### src/include/csr_defines.svh
`ifndef CSR_DEFINES_SVH
`define CSR_DEFINES_SVH

// enable levels for csr and register writes
`define WRITE_ENABLE  1'b1
`define WRITE_DISABLE 1'b0

// all-zero data word, XLEN wide
// needs csr_pkg compiled first
`define ZERO_WORD {csr_pkg::XLEN{1'b0}}

`endif // CSR_DEFINES_SVH

### src/source/csr_pkg.sv
package csr_pkg;

    // datapath widths
    localparam int XLEN        = 32;
    localparam int REG_ADDR_W  = 5;   // x0..x31
    localparam int CSR_ADDR_W  = 12;
    localparam int COMMIT_ID_W = 3;

    // machine csr addresses
    localparam logic [CSR_ADDR_W-1:0] CSR_MSTATUS  = 12'h300;
    localparam logic [CSR_ADDR_W-1:0] CSR_MIE      = 12'h304;
    localparam logic [CSR_ADDR_W-1:0] CSR_MTVEC    = 12'h305;
    localparam logic [CSR_ADDR_W-1:0] CSR_MSCRATCH = 12'h340;
    localparam logic [CSR_ADDR_W-1:0] CSR_MEPC     = 12'h341;
    localparam logic [CSR_ADDR_W-1:0] CSR_MCAUSE   = 12'h342;

    // SYSTEM major opcode
    localparam logic [6:0] OPC_SYSTEM = 7'b1110011;

    // funct3, bit 2 marks the immediate forms
    localparam logic [2:0] F3_CSRRW  = 3'b001;
    localparam logic [2:0] F3_CSRRS  = 3'b010;
    localparam logic [2:0] F3_CSRRC  = 3'b011;
    localparam logic [2:0] F3_CSRRWI = 3'b101;
    localparam logic [2:0] F3_CSRRSI = 3'b110;
    localparam logic [2:0] F3_CSRRCI = 3'b111;

    // interrupt bit set + code 11
    localparam logic [XLEN-1:0] CAUSE_M_EXT_INT = 32'h8000_000B;

    // only MPIE (7) and MIE (3) are implemented
    localparam logic [XLEN-1:0] MSTATUS_MASK = 32'h0000_0088;

    // mstatus, raw for csr access, fields for trap entry
    typedef union packed {
        logic [XLEN-1:0] raw;
        struct packed {
            logic [XLEN-9:0] rsv_hi;   // 31:8
            logic            mpie;     // 7
            logic [2:0]      rsv_mid;  // 6:4
            logic            mie;      // 3
            logic [2:0]      rsv_lo;   // 2:0
        } fields;
    } mstatus_u;

endpackage

### src/source/csr_decode.sv
`include "csr_defines.svh"

module csr_decode (
    input  logic                           inst_valid_i,  // already gated by stall
    input  logic [31:0]                    inst_i,
    input  logic [csr_pkg::XLEN-1:0]       rs1_data_i,

    output logic                           req_csr_o,     // valid csr instruction
    output logic                           csrrw_o,
    output logic                           csrrs_o,
    output logic                           csrrc_o,
    output logic [csr_pkg::XLEN-1:0]       csr_op1_o,     // rs1 value or uimm
    output logic [csr_pkg::CSR_ADDR_W-1:0] csr_addr_o,
    output logic [csr_pkg::REG_ADDR_W-1:0] rd_o,
    output logic                           csr_we_o,
    output logic                           reg_we_o
);

    logic [6:0]                     opcode;
    logic [2:0]                     funct3;
    logic [csr_pkg::REG_ADDR_W-1:0] rs1_field;
    logic                           is_system;
    logic                           is_uimm;

    // instruction fields
    assign opcode     = inst_i[6:0];
    assign rd_o       = inst_i[11:7];
    assign funct3     = inst_i[14:12];
    assign rs1_field  = inst_i[19:15];
    assign csr_addr_o = inst_i[31:20];

    assign is_system = inst_valid_i && (opcode == csr_pkg::OPC_SYSTEM);
    assign is_uimm   = funct3[2];   // CSRR*I forms

    // op flags, one hot at most
    always_comb begin
        csrrw_o = 1'b0;
        csrrs_o = 1'b0;
        csrrc_o = 1'b0;
        if (is_system) begin
            case (funct3)
                csr_pkg::F3_CSRRW, csr_pkg::F3_CSRRWI: csrrw_o = 1'b1;
                csr_pkg::F3_CSRRS, csr_pkg::F3_CSRRSI: csrrs_o = 1'b1;
                csr_pkg::F3_CSRRC, csr_pkg::F3_CSRRCI: csrrc_o = 1'b1;
                default: ;  // ecall/ebreak/mret etc, not handled here
            endcase
        end
    end

    assign req_csr_o = csrrw_o | csrrs_o | csrrc_o;

    // uimm is zero extended rs1 field
    assign csr_op1_o = is_uimm ? {{(csr_pkg::XLEN - csr_pkg::REG_ADDR_W){1'b0}}, rs1_field}
                               : rs1_data_i;

    // set/clear with x0 or uimm 0 is a pure read
    assign csr_we_o = (csrrw_o || ((csrrs_o || csrrc_o) && (rs1_field != '0)))
                      ? `WRITE_ENABLE : `WRITE_DISABLE;

    // rd = x0 drops the result
    assign reg_we_o = (req_csr_o && (rd_o != '0)) ? `WRITE_ENABLE : `WRITE_DISABLE;

endmodule

### src/source/exu_csr_unit.sv
`include "csr_defines.svh"

// csr execute: new csr value, old value to rd, stall
module exu_csr_unit (
    // decoded request
    input  logic                            req_csr_i,
    input  logic [csr_pkg::XLEN-1:0]        csr_op1_i,
    input  logic [csr_pkg::CSR_ADDR_W-1:0]  csr_addr_i,
    input  logic                            csr_csrrw_i,
    input  logic                            csr_csrrs_i,
    input  logic                            csr_csrrc_i,
    input  logic [csr_pkg::XLEN-1:0]        csr_rdata_i,   // old csr value
    input  logic [csr_pkg::COMMIT_ID_W-1:0] commit_id_i,

    // write flags from decode
    input  logic                            csr_we_i,
    input  logic                            csr_reg_we_i,
    input  logic [csr_pkg::REG_ADDR_W-1:0]  reg_waddr_i,   // rd

    // writeback side
    input  logic                            wb_busy_i,     // wb stage holds a result
    input  logic                            wb_ready_i,
    output logic                            csr_stall_o,

    input  logic                            int_assert_i,  // squash this cycle

    // to csr file
    output logic [csr_pkg::XLEN-1:0]        csr_wdata_o,
    output logic                            csr_we_o,
    output logic [csr_pkg::CSR_ADDR_W-1:0]  csr_waddr_o,

    // to wb stage
    output logic [csr_pkg::XLEN-1:0]        reg_wdata_o,
    output logic [csr_pkg::REG_ADDR_W-1:0]  reg_waddr_o,
    output logic [csr_pkg::COMMIT_ID_W-1:0] commit_id_o,
    output logic                            csr_reg_we_o
);

    logic valid_op;  // request survives interrupt and stall

    // wb stage full and not draining
    assign csr_stall_o = wb_busy_i & ~wb_ready_i;

    assign valid_op = req_csr_i & ~int_assert_i & ~csr_stall_o;

    // rw: operand, rs: old | op, rc: old & ~op
    assign csr_wdata_o =
        ({csr_pkg::XLEN{csr_csrrw_i}} & csr_op1_i) |
        ({csr_pkg::XLEN{csr_csrrs_i}} & (csr_rdata_i | csr_op1_i)) |
        ({csr_pkg::XLEN{csr_csrrc_i}} & (csr_rdata_i & ~csr_op1_i));

    assign csr_we_o = (valid_op && csr_we_i) ? `WRITE_ENABLE : `WRITE_DISABLE;
    assign csr_waddr_o = csr_addr_i;

    // rd always gets the value before the update
    assign reg_wdata_o  = req_csr_i ? csr_rdata_i : `ZERO_WORD;
    assign reg_waddr_o  = reg_waddr_i;
    assign commit_id_o  = commit_id_i;
    assign csr_reg_we_o = (valid_op && csr_reg_we_i) ? `WRITE_ENABLE : `WRITE_DISABLE;

endmodule

### src/source/csr_regfile.sv
`include "csr_defines.svh"

// machine mode csr storage
// comb read, write and trap update at the clock edge
module csr_regfile (
    input  logic                           clk,
    input  logic                           rst_n_i,

    input  logic [csr_pkg::CSR_ADDR_W-1:0] raddr_i,
    output logic [csr_pkg::XLEN-1:0]       rdata_o,

    input  logic                           we_i,
    input  logic [csr_pkg::CSR_ADDR_W-1:0] waddr_i,
    input  logic [csr_pkg::XLEN-1:0]       wdata_i,

    input  logic                           int_assert_i,  // external interrupt entry
    input  logic [csr_pkg::XLEN-1:0]       pc_i           // pc of squashed instruction
);

    csr_pkg::mstatus_u         mstatus_q;
    logic [csr_pkg::XLEN-1:0]  mie_q;
    logic [csr_pkg::XLEN-1:0]  mtvec_q;
    logic [csr_pkg::XLEN-1:0]  mscratch_q;
    logic [csr_pkg::XLEN-1:0]  mepc_q;
    logic [csr_pkg::XLEN-1:0]  mcause_q;

    // read mux
    always_comb begin
        case (raddr_i)
            csr_pkg::CSR_MSTATUS:  rdata_o = mstatus_q.raw;
            csr_pkg::CSR_MIE:      rdata_o = mie_q;
            csr_pkg::CSR_MTVEC:    rdata_o = mtvec_q;
            csr_pkg::CSR_MSCRATCH: rdata_o = mscratch_q;
            csr_pkg::CSR_MEPC:     rdata_o = mepc_q;
            csr_pkg::CSR_MCAUSE:   rdata_o = mcause_q;
            default:               rdata_o = `ZERO_WORD;  // unimplemented reads zero
        endcase
    end

    // mstatus
    always_ff @(posedge clk) begin
        if (!rst_n_i) begin
            mstatus_q.raw <= `ZERO_WORD;
        end else if (int_assert_i) begin
            // trap entry, stack the enable
            mstatus_q.fields.mpie <= mstatus_q.fields.mie;
            mstatus_q.fields.mie  <= 1'b0;
        end else if (we_i == `WRITE_ENABLE && waddr_i == csr_pkg::CSR_MSTATUS) begin
            mstatus_q.raw <= wdata_i & csr_pkg::MSTATUS_MASK;  // MIE/MPIE only
        end
    end

    // mepc and mcause, written by trap or csr op
    // mepc low two bits always zero
    always_ff @(posedge clk) begin
        if (!rst_n_i) begin
            mepc_q   <= `ZERO_WORD;
            mcause_q <= `ZERO_WORD;
        end else if (int_assert_i) begin
            mepc_q   <= {pc_i[csr_pkg::XLEN-1:2], 2'b00};
            mcause_q <= csr_pkg::CAUSE_M_EXT_INT;
        end else if (we_i == `WRITE_ENABLE) begin
            if (waddr_i == csr_pkg::CSR_MEPC) begin
                mepc_q <= {wdata_i[csr_pkg::XLEN-1:2], 2'b00};
            end
            if (waddr_i == csr_pkg::CSR_MCAUSE) begin
                mcause_q <= wdata_i;
            end
        end
    end

    // plain r/w registers, untouched by traps
    always_ff @(posedge clk) begin
        if (!rst_n_i) begin
            mie_q      <= `ZERO_WORD;
            mtvec_q    <= `ZERO_WORD;  // trap vector base at 0
            mscratch_q <= `ZERO_WORD;
        end else if (!int_assert_i && we_i == `WRITE_ENABLE) begin
            case (waddr_i)
                csr_pkg::CSR_MIE:      mie_q      <= wdata_i;
                csr_pkg::CSR_MTVEC:    mtvec_q    <= wdata_i;  // mode bits kept too
                csr_pkg::CSR_MSCRATCH: mscratch_q <= wdata_i;
                default: ;
            endcase
        end
    end

endmodule

### src/source/csr_wb_stage.sv
`include "csr_defines.svh"

// one entry holding register for the csr result to rd
module csr_wb_stage (
    input  logic                            clk,
    input  logic                            rst_n_i,

    input  logic                            load_i,       // exu reg write enable
    input  logic [csr_pkg::XLEN-1:0]        wdata_i,
    input  logic [csr_pkg::REG_ADDR_W-1:0]  waddr_i,
    input  logic [csr_pkg::COMMIT_ID_W-1:0] commit_id_i,

    input  logic                            wb_ready_i,   // consumer takes result
    output logic                            busy_o,       // entry occupied

    output logic                            reg_we_o,
    output logic [csr_pkg::REG_ADDR_W-1:0]  reg_waddr_o,
    output logic [csr_pkg::XLEN-1:0]        reg_wdata_o,
    output logic [csr_pkg::COMMIT_ID_W-1:0] commit_id_o
);

    logic                            valid_q;
    logic [csr_pkg::XLEN-1:0]        wdata_q;
    logic [csr_pkg::REG_ADDR_W-1:0]  waddr_q;
    logic [csr_pkg::COMMIT_ID_W-1:0] cid_q;

    // valid flag, load wins over drain
    always_ff @(posedge clk) begin
        if (!rst_n_i) begin
            valid_q <= 1'b0;
        end else if (load_i == `WRITE_ENABLE) begin
            valid_q <= 1'b1;
        end else if (wb_ready_i) begin
            valid_q <= 1'b0;  // taken, nothing new
        end
    end

    // payload, only moves on a load
    always_ff @(posedge clk) begin
        if (load_i == `WRITE_ENABLE) begin
            wdata_q <= wdata_i;
            waddr_q <= waddr_i;
            cid_q   <= commit_id_i;
        end
    end

    assign busy_o      = valid_q;
    assign reg_we_o    = valid_q ? `WRITE_ENABLE : `WRITE_DISABLE;
    assign reg_waddr_o = waddr_q;
    assign reg_wdata_o = wdata_q;
    assign commit_id_o = cid_q;

endmodule

### src/source/csr_subsys_top.sv
module csr_subsys_top (
    input  logic                            clk,
    input  logic                            rst_n_i,
    input  logic                            inst_valid_i,
    input  logic [31:0]                     inst_i,
    input  logic [csr_pkg::XLEN-1:0]        rs1_data_i,
    input  logic [csr_pkg::XLEN-1:0]        pc_i,
    input  logic [csr_pkg::COMMIT_ID_W-1:0] commit_id_i,
    input  logic                            int_assert_i,
    input  logic                            wb_ready_i,
    output logic                            stall_o,
    output logic                            reg_we_o,
    output logic [csr_pkg::REG_ADDR_W-1:0]  reg_waddr_o,
    output logic [csr_pkg::XLEN-1:0]        reg_wdata_o,
    output logic [csr_pkg::COMMIT_ID_W-1:0] commit_id_o
);

    // decode -> exu
    logic                            dec_req, dec_rw, dec_rs, dec_rc;
    logic [csr_pkg::XLEN-1:0]        dec_op1;
    logic [csr_pkg::CSR_ADDR_W-1:0]  dec_addr;
    logic [csr_pkg::REG_ADDR_W-1:0]  dec_rd;
    logic                            dec_csr_we, dec_reg_we;
    // csr file <-> exu
    logic [csr_pkg::XLEN-1:0]        csr_rdata, csr_wdata;
    logic                            csr_we;
    logic [csr_pkg::CSR_ADDR_W-1:0]  csr_waddr;
    // exu -> wb stage
    logic                            ex_reg_we, wb_busy;
    logic [csr_pkg::XLEN-1:0]        ex_reg_wdata;
    logic [csr_pkg::REG_ADDR_W-1:0]  ex_reg_waddr;
    logic [csr_pkg::COMMIT_ID_W-1:0] ex_cid;

    csr_decode u_decode (.inst_valid_i(inst_valid_i), .inst_i(inst_i), .rs1_data_i(rs1_data_i),
        .req_csr_o(dec_req), .csrrw_o(dec_rw), .csrrs_o(dec_rs), .csrrc_o(dec_rc),
        .csr_op1_o(dec_op1), .csr_addr_o(dec_addr), .rd_o(dec_rd),
        .csr_we_o(dec_csr_we), .reg_we_o(dec_reg_we));

    exu_csr_unit u_exu (.req_csr_i(dec_req), .csr_op1_i(dec_op1), .csr_addr_i(dec_addr),
        .csr_csrrw_i(dec_rw), .csr_csrrs_i(dec_rs), .csr_csrrc_i(dec_rc),
        .csr_rdata_i(csr_rdata), .commit_id_i(commit_id_i), .csr_we_i(dec_csr_we),
        .csr_reg_we_i(dec_reg_we), .reg_waddr_i(dec_rd), .wb_busy_i(wb_busy),
        .wb_ready_i(wb_ready_i), .csr_stall_o(stall_o), .int_assert_i(int_assert_i),
        .csr_wdata_o(csr_wdata), .csr_we_o(csr_we), .csr_waddr_o(csr_waddr),
        .reg_wdata_o(ex_reg_wdata), .reg_waddr_o(ex_reg_waddr), .commit_id_o(ex_cid),
        .csr_reg_we_o(ex_reg_we));

    csr_regfile u_regfile (.clk(clk), .rst_n_i(rst_n_i), .raddr_i(dec_addr),
        .rdata_o(csr_rdata), .we_i(csr_we), .waddr_i(csr_waddr), .wdata_i(csr_wdata),
        .int_assert_i(int_assert_i), .pc_i(pc_i));

    csr_wb_stage u_wb (.clk(clk), .rst_n_i(rst_n_i), .load_i(ex_reg_we),
        .wdata_i(ex_reg_wdata), .waddr_i(ex_reg_waddr), .commit_id_i(ex_cid),
        .wb_ready_i(wb_ready_i), .busy_o(wb_busy), .reg_we_o(reg_we_o),
        .reg_waddr_o(reg_waddr_o), .reg_wdata_o(reg_wdata_o), .commit_id_o(commit_id_o));

endmodule

### config.mk
export PLATFORM = sky130hd
export DESIGN_NAME = csr_subsys_top
export DESIGN_NICKNAME = d
export VERILOG_FILES = /design/src/source/csr_pkg.sv /design/src/source/csr_decode.sv /design/src/source/exu_csr_unit.sv /design/src/source/csr_regfile.sv /design/src/source/csr_wb_stage.sv /design/src/source/csr_subsys_top.sv
export VERILOG_INCLUDE_DIRS = /design/src /design/src/include
export SDC_FILE = /design/constraint.sdc
export NUM_CORES = 1
export LEC_CHECK = 0
export CAP_MARGIN = 10
export CORE_MARGIN = 8
export CORE_UTILIZATION = 50
export CTS_CLUSTER_DIAMETER = 40
export DETAILED_ROUTE_END_ITERATION = 12
export DONT_BUFFER_PORTS = 1
export MAX_ROUTING_LAYER = met4
export PLACE_DENSITY_LB_ADDON = 0.12
export SETUP_SLACK_MARGIN = 0.02
export SLEW_MARGIN = 20
export SYNTH_ARGS = -nofsm -noshare
export SYNTH_HDL_FRONTEND = slang
export SYNTH_HIERARCHICAL = 1
export SYNTH_SLANG_ARGS = --single-unit
export TNS_END_PERCENT = 50
### constraint.sdc
create_clock -name clk -period 19.47 [get_ports clk]
set_clock_uncertainty 0.1 [all_clocks]
set_input_delay 3.894 -clock clk [delete_from_list [all_inputs] [get_ports clk]]
set_output_delay 3.894 -clock clk [all_outputs]
set_load 0.01 [all_outputs]
==> results of run 1 <==
==> placed cells by master, fill, tap and decap left out, types with 11 or more instances in the layout <==
cell       count
mux2_4        11
a22oi_1       37
nor3b_1       31
clkbuf_16     38
nor2b_1       31
mux2i_1       44
a21oi_1       36
buf_4         20
nor2_1        18
a21boi_1      60
o22ai_1       12
and2_1        33
a32oi_1       13
o22a_1        33
nor3_1        64
mux2_2        26
o21ai_0       51
nand2_1      261
dfxtp_1      161
edfxtp_1      40
a22o_1        20
==> flip-flops by register name (all words and copies together) (netlist names) <==
signal                flops
u_regfile/mcause_q       32
u_regfile/mie_q          32
u_regfile/mscratch_q     32
u_regfile/mtvec_q        32
u_wb/reg_wdata_o         32
u_regfile/mepc_q         30
u_wb/reg_waddr_o          5
u_wb/commit_id_o          3
u_regfile/mstatus_q       2
u_wb/busy_o               1
==> metal layers <==
| layer | vias up | GRT usage (%) |
|---|---|---|
| met5 | - | - |
| met4 | 0 | 8.20 |
| met3 | 69 | 4.78 |
| met2 | 293 | 38.2 |
| met1 | 4059 | 29.6 |
| li1 | 4026 | - |
==> tightest hold or removal path, delay by kind of cell, from the launching register on <==
family	cells	cell delay, ns
AOI/OAI and AO/OA	1	0.05
DFF	1	0.30
and+or+nand+nor	1	0.05
==> worst paths after layout <==
check,start,end,slack (ns)
setup / recovery,wb_ready_i,stall_o,11.20
hold / removal,u_regfile/mie_q[28],u_regfile/mie_q[28],0.35
setup reg to reg,u_wb/busy_o,u_regfile/mscratch_q[16],16.13
hold reg to reg,u_regfile/mie_q[28],u_regfile/mie_q[28],0.35
==> layout make-up <==
class | instances | share of cell area (%)
multi-input combinational | 844 | 46.5
sequential | 201 | 38.9
clock buffer | 52 | 9.27
tap | 270 | 2.97
timing repair buffer | 20 | 1.32
clock inverter | 9 | 0.880
inverter | 3 | 0.0990
antenna | 3 | 0.0660
==> metrics by stage <==
step                hold WS [ns]  total power [mW]  setup WS, ns  instances
floorplan                  0.330             0.475         10.08       1182
global placement           0.337             0.469         11.20       1338
detailed placement         0.341             0.469         11.19       1338
CTS                        0.347              1.07         11.19       1399
global route               0.366              1.09         11.18       1402
finish                     0.347              1.06         11.20       1402
==> report_power, final <==
| part | switching [mW] | internal [mW] |
|---|---|---|
| logic | 0.0161 | 0.0136 |
| registers | 0.00285 | 0.429 |
| clock network | 0.203 | 0.398 |
==> logic make-up (layout without fill, tap and decap cells) <==
kind of cell	count (synthesis)	after routing
compound gates	276	276
buf+inv	137	84
flops	201	201
mux	81	81
other cells	0	3
simple gates	487	487
==> metrics.md, run 1 <==
| Metric | Value |
|---|---|
| Final Hold Fails | 0 |
| Design area | 11,400 sq um |
| Fraction of layout cells with a size suffix above 1 | 11.4% |
| Via count | 8,447 |
| Setup crit end kind | output pin |
| Clock transition at path regs | 0.05 ns |
| Fill count | 1,875 |
| Metal3 WL | 1960 microns |
| Crit path cell chain | nor2b_1 |
| Placed Instance Area | 10,200 sq um |
| Avg Cell Area, Syn | 8.80 sq um |
| Post-synth EDFFs | 40 |
| Die area | 25,700 sq um |
| Num ports | 146 |
| WP buf/inv | 0 |
| GR Util All Layers | 23.9% |
| Core area | 20,300 sq um |
| Crit path time final | 8.27 ns |
| Largest net degree at the start of global routing | 166 |
| Multi-input gate area | 5290 sq um |
| Critical Setup Path Class | in -> out |
| Cells after Synth | 1,182 |
| Synthesized area | 10,400 sq um |
| Fin. max-slew vios | 0 |
| Max_slew headroom | 30.2% |
| Power density over the cells | 93.5 nW/um^2 |
| Largest cells by area after synthesis | dfxtp_1, edfxtp_1, nand2_1 |
| IO buf count | 0 |
| Worst path max stage delay | 0.38 ns |
| Required @ worst endpoint | 15.48 ns |
| Fmax | 0.121 GHz |
| Register area | 4420 sq um |
| Post-CTS Resized | 0 |
| Final setup fails | 0 |
| Post-synthesis compound-gate area fraction | 18.6% |
| Worst hold path stage count | 2 |
| Setup_tns | 0 ns |
| CP Max Fanout | 3 |
| DR top layer | met4 |
| Synth cell types | 51 |
| HP Class | reg -> reg |
| Worst-margin pin slew | 1.04 ns |
| DRC Markers | 0 |
| Post-synthesis simple-gate area fraction | 23.2% |
| Rows | 52 |
| Post-Synth XOR/XNOR Area | 0% |
| Multiplexer share of the synthesized area | 8.64% |
| CP Launch Type | input port |
| Post-DR vias/cell | 6.02 |
| Max Cap Violations | 0 |
| Final #Nets | 1,209 |
| RSZ-0062 raised after global routing | no |
| Initial antenna violation count | 3 |
| Status | finished, final reports clean |
| Final Wtd Congestion | 0.805 |
| Slowest CP cell | nor2b_1 |
| Number of hold buffers added after cts | 0 |
| Aggregate global routing overflow | 0 |
| CTS Buf Count | 35 |
| Post-DRT Antenna Nets | 0 |
| FF+latch count, synth | 201 |
| Levels on crit path | 1 |
| Initial cell density of the core | 51.2% |
| Crit path DAT | 4.28 ns |
| Pleak | 4.27 nW |
| Sequential element share of the synthesized area | 42.6% |
| Met1 WL | 13,700 microns |
| Synth cell count leaders | nand2_1, dfxtp_1, nor3_1 |
| Count leader, synth | nand2_1 |
| H-tree depth | 2 |
| Syn-to-layout area delta | 9.36% |
| HPWL Detailed | 19,000 microns |
| Synth Warn # | 6 |
| First-pass GRT wire length | 47,300 microns |
| Clk_lat worst skew | 0.50 ns |
| Adder-cell share of the synthesized area | 0% |
| Post-Syn Nets | 1,286 |
| Register-to-Register Path Depth | 7 |
| Vias in the first global route | 8,054 |
| Root buffer cell | clkbuf_16 |
| Die Y | 160 microns |
| Postcts setup bufs | 0 |
| Die W | 160 microns |
| Initial DRC Count | 668 |
| Main synth FF type | dfxtp_1 |
| Max Root-Sink Buffers | 3 |
| Fraction of registers with async set/reset | 0% |
| Peak VDD IR | 54.8 uV |
| Clock tree sinks | 201 |
| Post-Route WL | 31,200 microns |
| Final worst-path cycle share | 42.5% |
| Yosys top cell area share | 31.0% |
| CTS tree | done |
| Final Util | 56.0% |
| Largest family of logic cells by synthesized area | simple AND/OR/NAND/NOR gates |
| Synth area leader | dfxtp_1 |
| TritonRoute pass-1 iters | 8 |
| Avg WL per Cell | 22.2 microns |
| CP top delay family | simple AND/OR/NAND/NOR gates |
| WL met2 | 14,600 microns |
No activity file was read; power rests on OpenSTA's default activity.
==> inputs of run 2 (changes only) <==
- clock period: 19.47 -> 7.9 ns (I/O delays scaled with it)
==> run 2 against run 1 <==
  * Via count is 0.46% higher
  * Critical path type is now in -> reg
  * Final cell count is 0.14% higher
  * Die area is the same
  * First-iteration DRC count down 16%
  * Sequential power is 150% higher
  * Critical path depth grew 9
  * Highest routed layer unchanged
  * Global-route usage hardly changed
  * Sequential share of layout area down 0.081 points
  * Critical endpoint is now u_regfile/mcause_q[1]
  * Clock power is 140% higher
==> metrics.md, run 2 (synthesis results as in run 1) <==
| Metric | Value |
|---|---|
| WHS Endpoint | u_regfile/mie_q[26] |
| Fraction of layout cells with a size suffix above 1 | 12.2% |
| Die Y | 160 microns |
| DR top layer | met4 |
| Max Cap Violations | 0 |
| Required @ worst endpoint | 8.23 ns |
| Final Wtd Congestion | 0.812 |
| Register-to-Register Path Depth | 7 |
| R2r setup slk | 4.60 ns |
| Post-CTS Resized | 0 |
| Initial DRC Count | 560 |
| Final #Nets | 1,210 |
| CP Max Fanout | 34 |
| Setup crit end kind | flip-flop |
| Core area | 20,300 sq um |
| Initial cell density of the core | 51.2% |
| DRC Markers | 0 |
| Final Hold Fails | 0 |
| HP Class | reg -> reg |
| Rows | 52 |
| Final worst-path cycle share | 62.9% |
| Max Root-Sink Buffers | 3 |
| Clk_lat worst skew | 0.50 ns |
| Number of hold buffers added after cts | 0 |
| Fin. max-slew vios | 0 |
| Syn-to-layout area delta | 9.59% |
| Worst path max stage delay | 0.77 ns |
| Hold_sp | u_regfile/mie_q[26] |
| Postcts setup bufs | 0 |
| Clock tree sinks | 201 |
| Fill count | 1,887 |
| CTS tree | done |
| H-tree depth | 2 |
| Fmax | 0.201 GHz |
| Die area | 25,700 sq um |
| Crit path DAT | 5.30 ns |
| RSZ-0062 raised after global routing | no |
| DP Worst Slack | 2.42 ns |
| Post-route setup slack | 2.93 ns |
| Peak VDD IR | 111 uV |
| Pleak | 4.29 nW |
| Status | finished, final reports clean |
| Worst hold path stage count | 2 |
| Max_slew headroom | 40.4% |
| Clock transition at path regs | 0.05 ns |
| Reg2reg start | u_wb/busy_o |
| Post-DRT Antenna Nets | 0 |
| Critical Setup Path Class | in -> reg |
| IO buf count | 0 |
| HPWL Detailed | 19,100 microns |
| Num ports | 146 |
| Post-Route WL | 31,200 microns |
| Die W | 160 microns |
| Initial antenna violation count | 3 |
| CTS Buf Count | 34 |
| Commonest non-fill, non-tap cell in the layout | nand2_1 |
| TritonRoute pass-1 iters | 5 |
| Post-DR vias/cell | 6.04 |
| Most frequent cells in the layout | nand2_1, dfxtp_1, nor3_1, a21boi_1, o21ai_0 |
| First-pass GRT wire length | 47,700 microns |
| WL met2 | 14,700 microns |
| Metal3 WL | 2150 microns |
| CP Launch Type | input port |
| Root buffer cell | clkbuf_16 |
| Final setup fails | 0 |
| Largest net degree at the start of global routing | 166 |
| Reg2reg end | u_regfile/mcause_q[1] |
| Aggregate global routing overflow | 0 |
| Met1 WL | 13,700 microns |
| Via count | 8,486 |
| Slowest CP cell | nand4_1 |
| Avg WL per Cell | 22.2 microns |
| Worst-margin pin slew | 0.894 ns |
| Setup_tns | 0 ns |
| Vias in the first global route | 8,248 |
| Crit path cell chain | nand4_1 -> or4_1 -> nor2_2 -> buf_4 -> nor4bb_1 -> nor2b_1 -> nand4_1 -> buf_4 -> nand2_1 -> o221a_2 |
| GR Util All Layers | 23.9% |
| Crit path time final | 4.97 ns |
| Power density over the cells | 228 nW/um^2 |
-- run 2: changes by cell type in the layout (fill, tap and decap cells not counted), sizes merged --
cell / before / now
inv: 6 / 4
clkinv: 3 / 10
buf: 20 / 22
bufinv: 2 / 0
clkbuf: 52 / 48
clkinvlp: 1 / 2
-- run 2: cell type report --
class	instances	area [sq um]	area share, %
multi-input cells	844	5290	46.4
flip-flops and latches	201	4420	38.8
clock buffers	48	1070	9.39
well taps	270	338	2.97
repair buffers	22	169	1.48
clock inverters	13	88.8	0.780
inverters	3	11.3	0.0988
diodes	3	7.51	0.0659
-- run 2: worst max-delay path: cells and delay by family --
family	cells	cell delay [ns]
AND/OR/NAND/NOR	7	2.68
buffers and inverters	2	0.83
AO/OA/AOI/OAI	1	0.20
-- run 2: worst max path at each step --
stage                                       end         start  slack (ns)  cells after the start
after global routing      u_regfile/mcause_q[1]  inst_valid_i        2.70                     10
after detailed placement    u_regfile/mie_q[16]  inst_valid_i        2.42                     10
after global placement      u_regfile/mie_q[14]  inst_valid_i        2.47                     10
final                     u_regfile/mcause_q[1]  inst_valid_i        2.93                     10
after floorplan             u_wb/commit_id_o[0]  inst_valid_i        0.83                      5
after CTS                   u_regfile/mie_q[16]  inst_valid_i        2.93                     10
-- run 2: through the flow --
step           power (mW)  cells  hold slack [ns]  cell area [sq um]  util, %
5_1_grt              2.67   1404            0.364              11400     56.1
3_5_place_dp         1.16   1338            0.341              10200     50.3
2_1_floorplan        1.17   1182            0.330              10400        -
6_report             2.60   1404            0.348              11400     56.1
3_3_place_gp         1.16   1338            0.336              10200     50.3
4_1_cts              2.61   1399            0.348              11400     56.0
-- run 2: layer usage --
| metal | GRT usage, % | vias up |
|---|---|---|
| met1 | 29.9 | 4097 |
| li1 | - | 4029 |
| met2 | 37.9 | 306 |
| met5 | - | - |
| met3 | 5.19 | 54 |
| met4 | 7.48 | 0 |
-- run 2: power breakdown --
part | internal [mW] | leakage [nW] | switching, mW
Combinational | 0.0335 | 1.98 | 0.0397
Sequential | 1.06 | 1.74 | 0.00699
Clock | 0.947 | 0.572 | 0.512
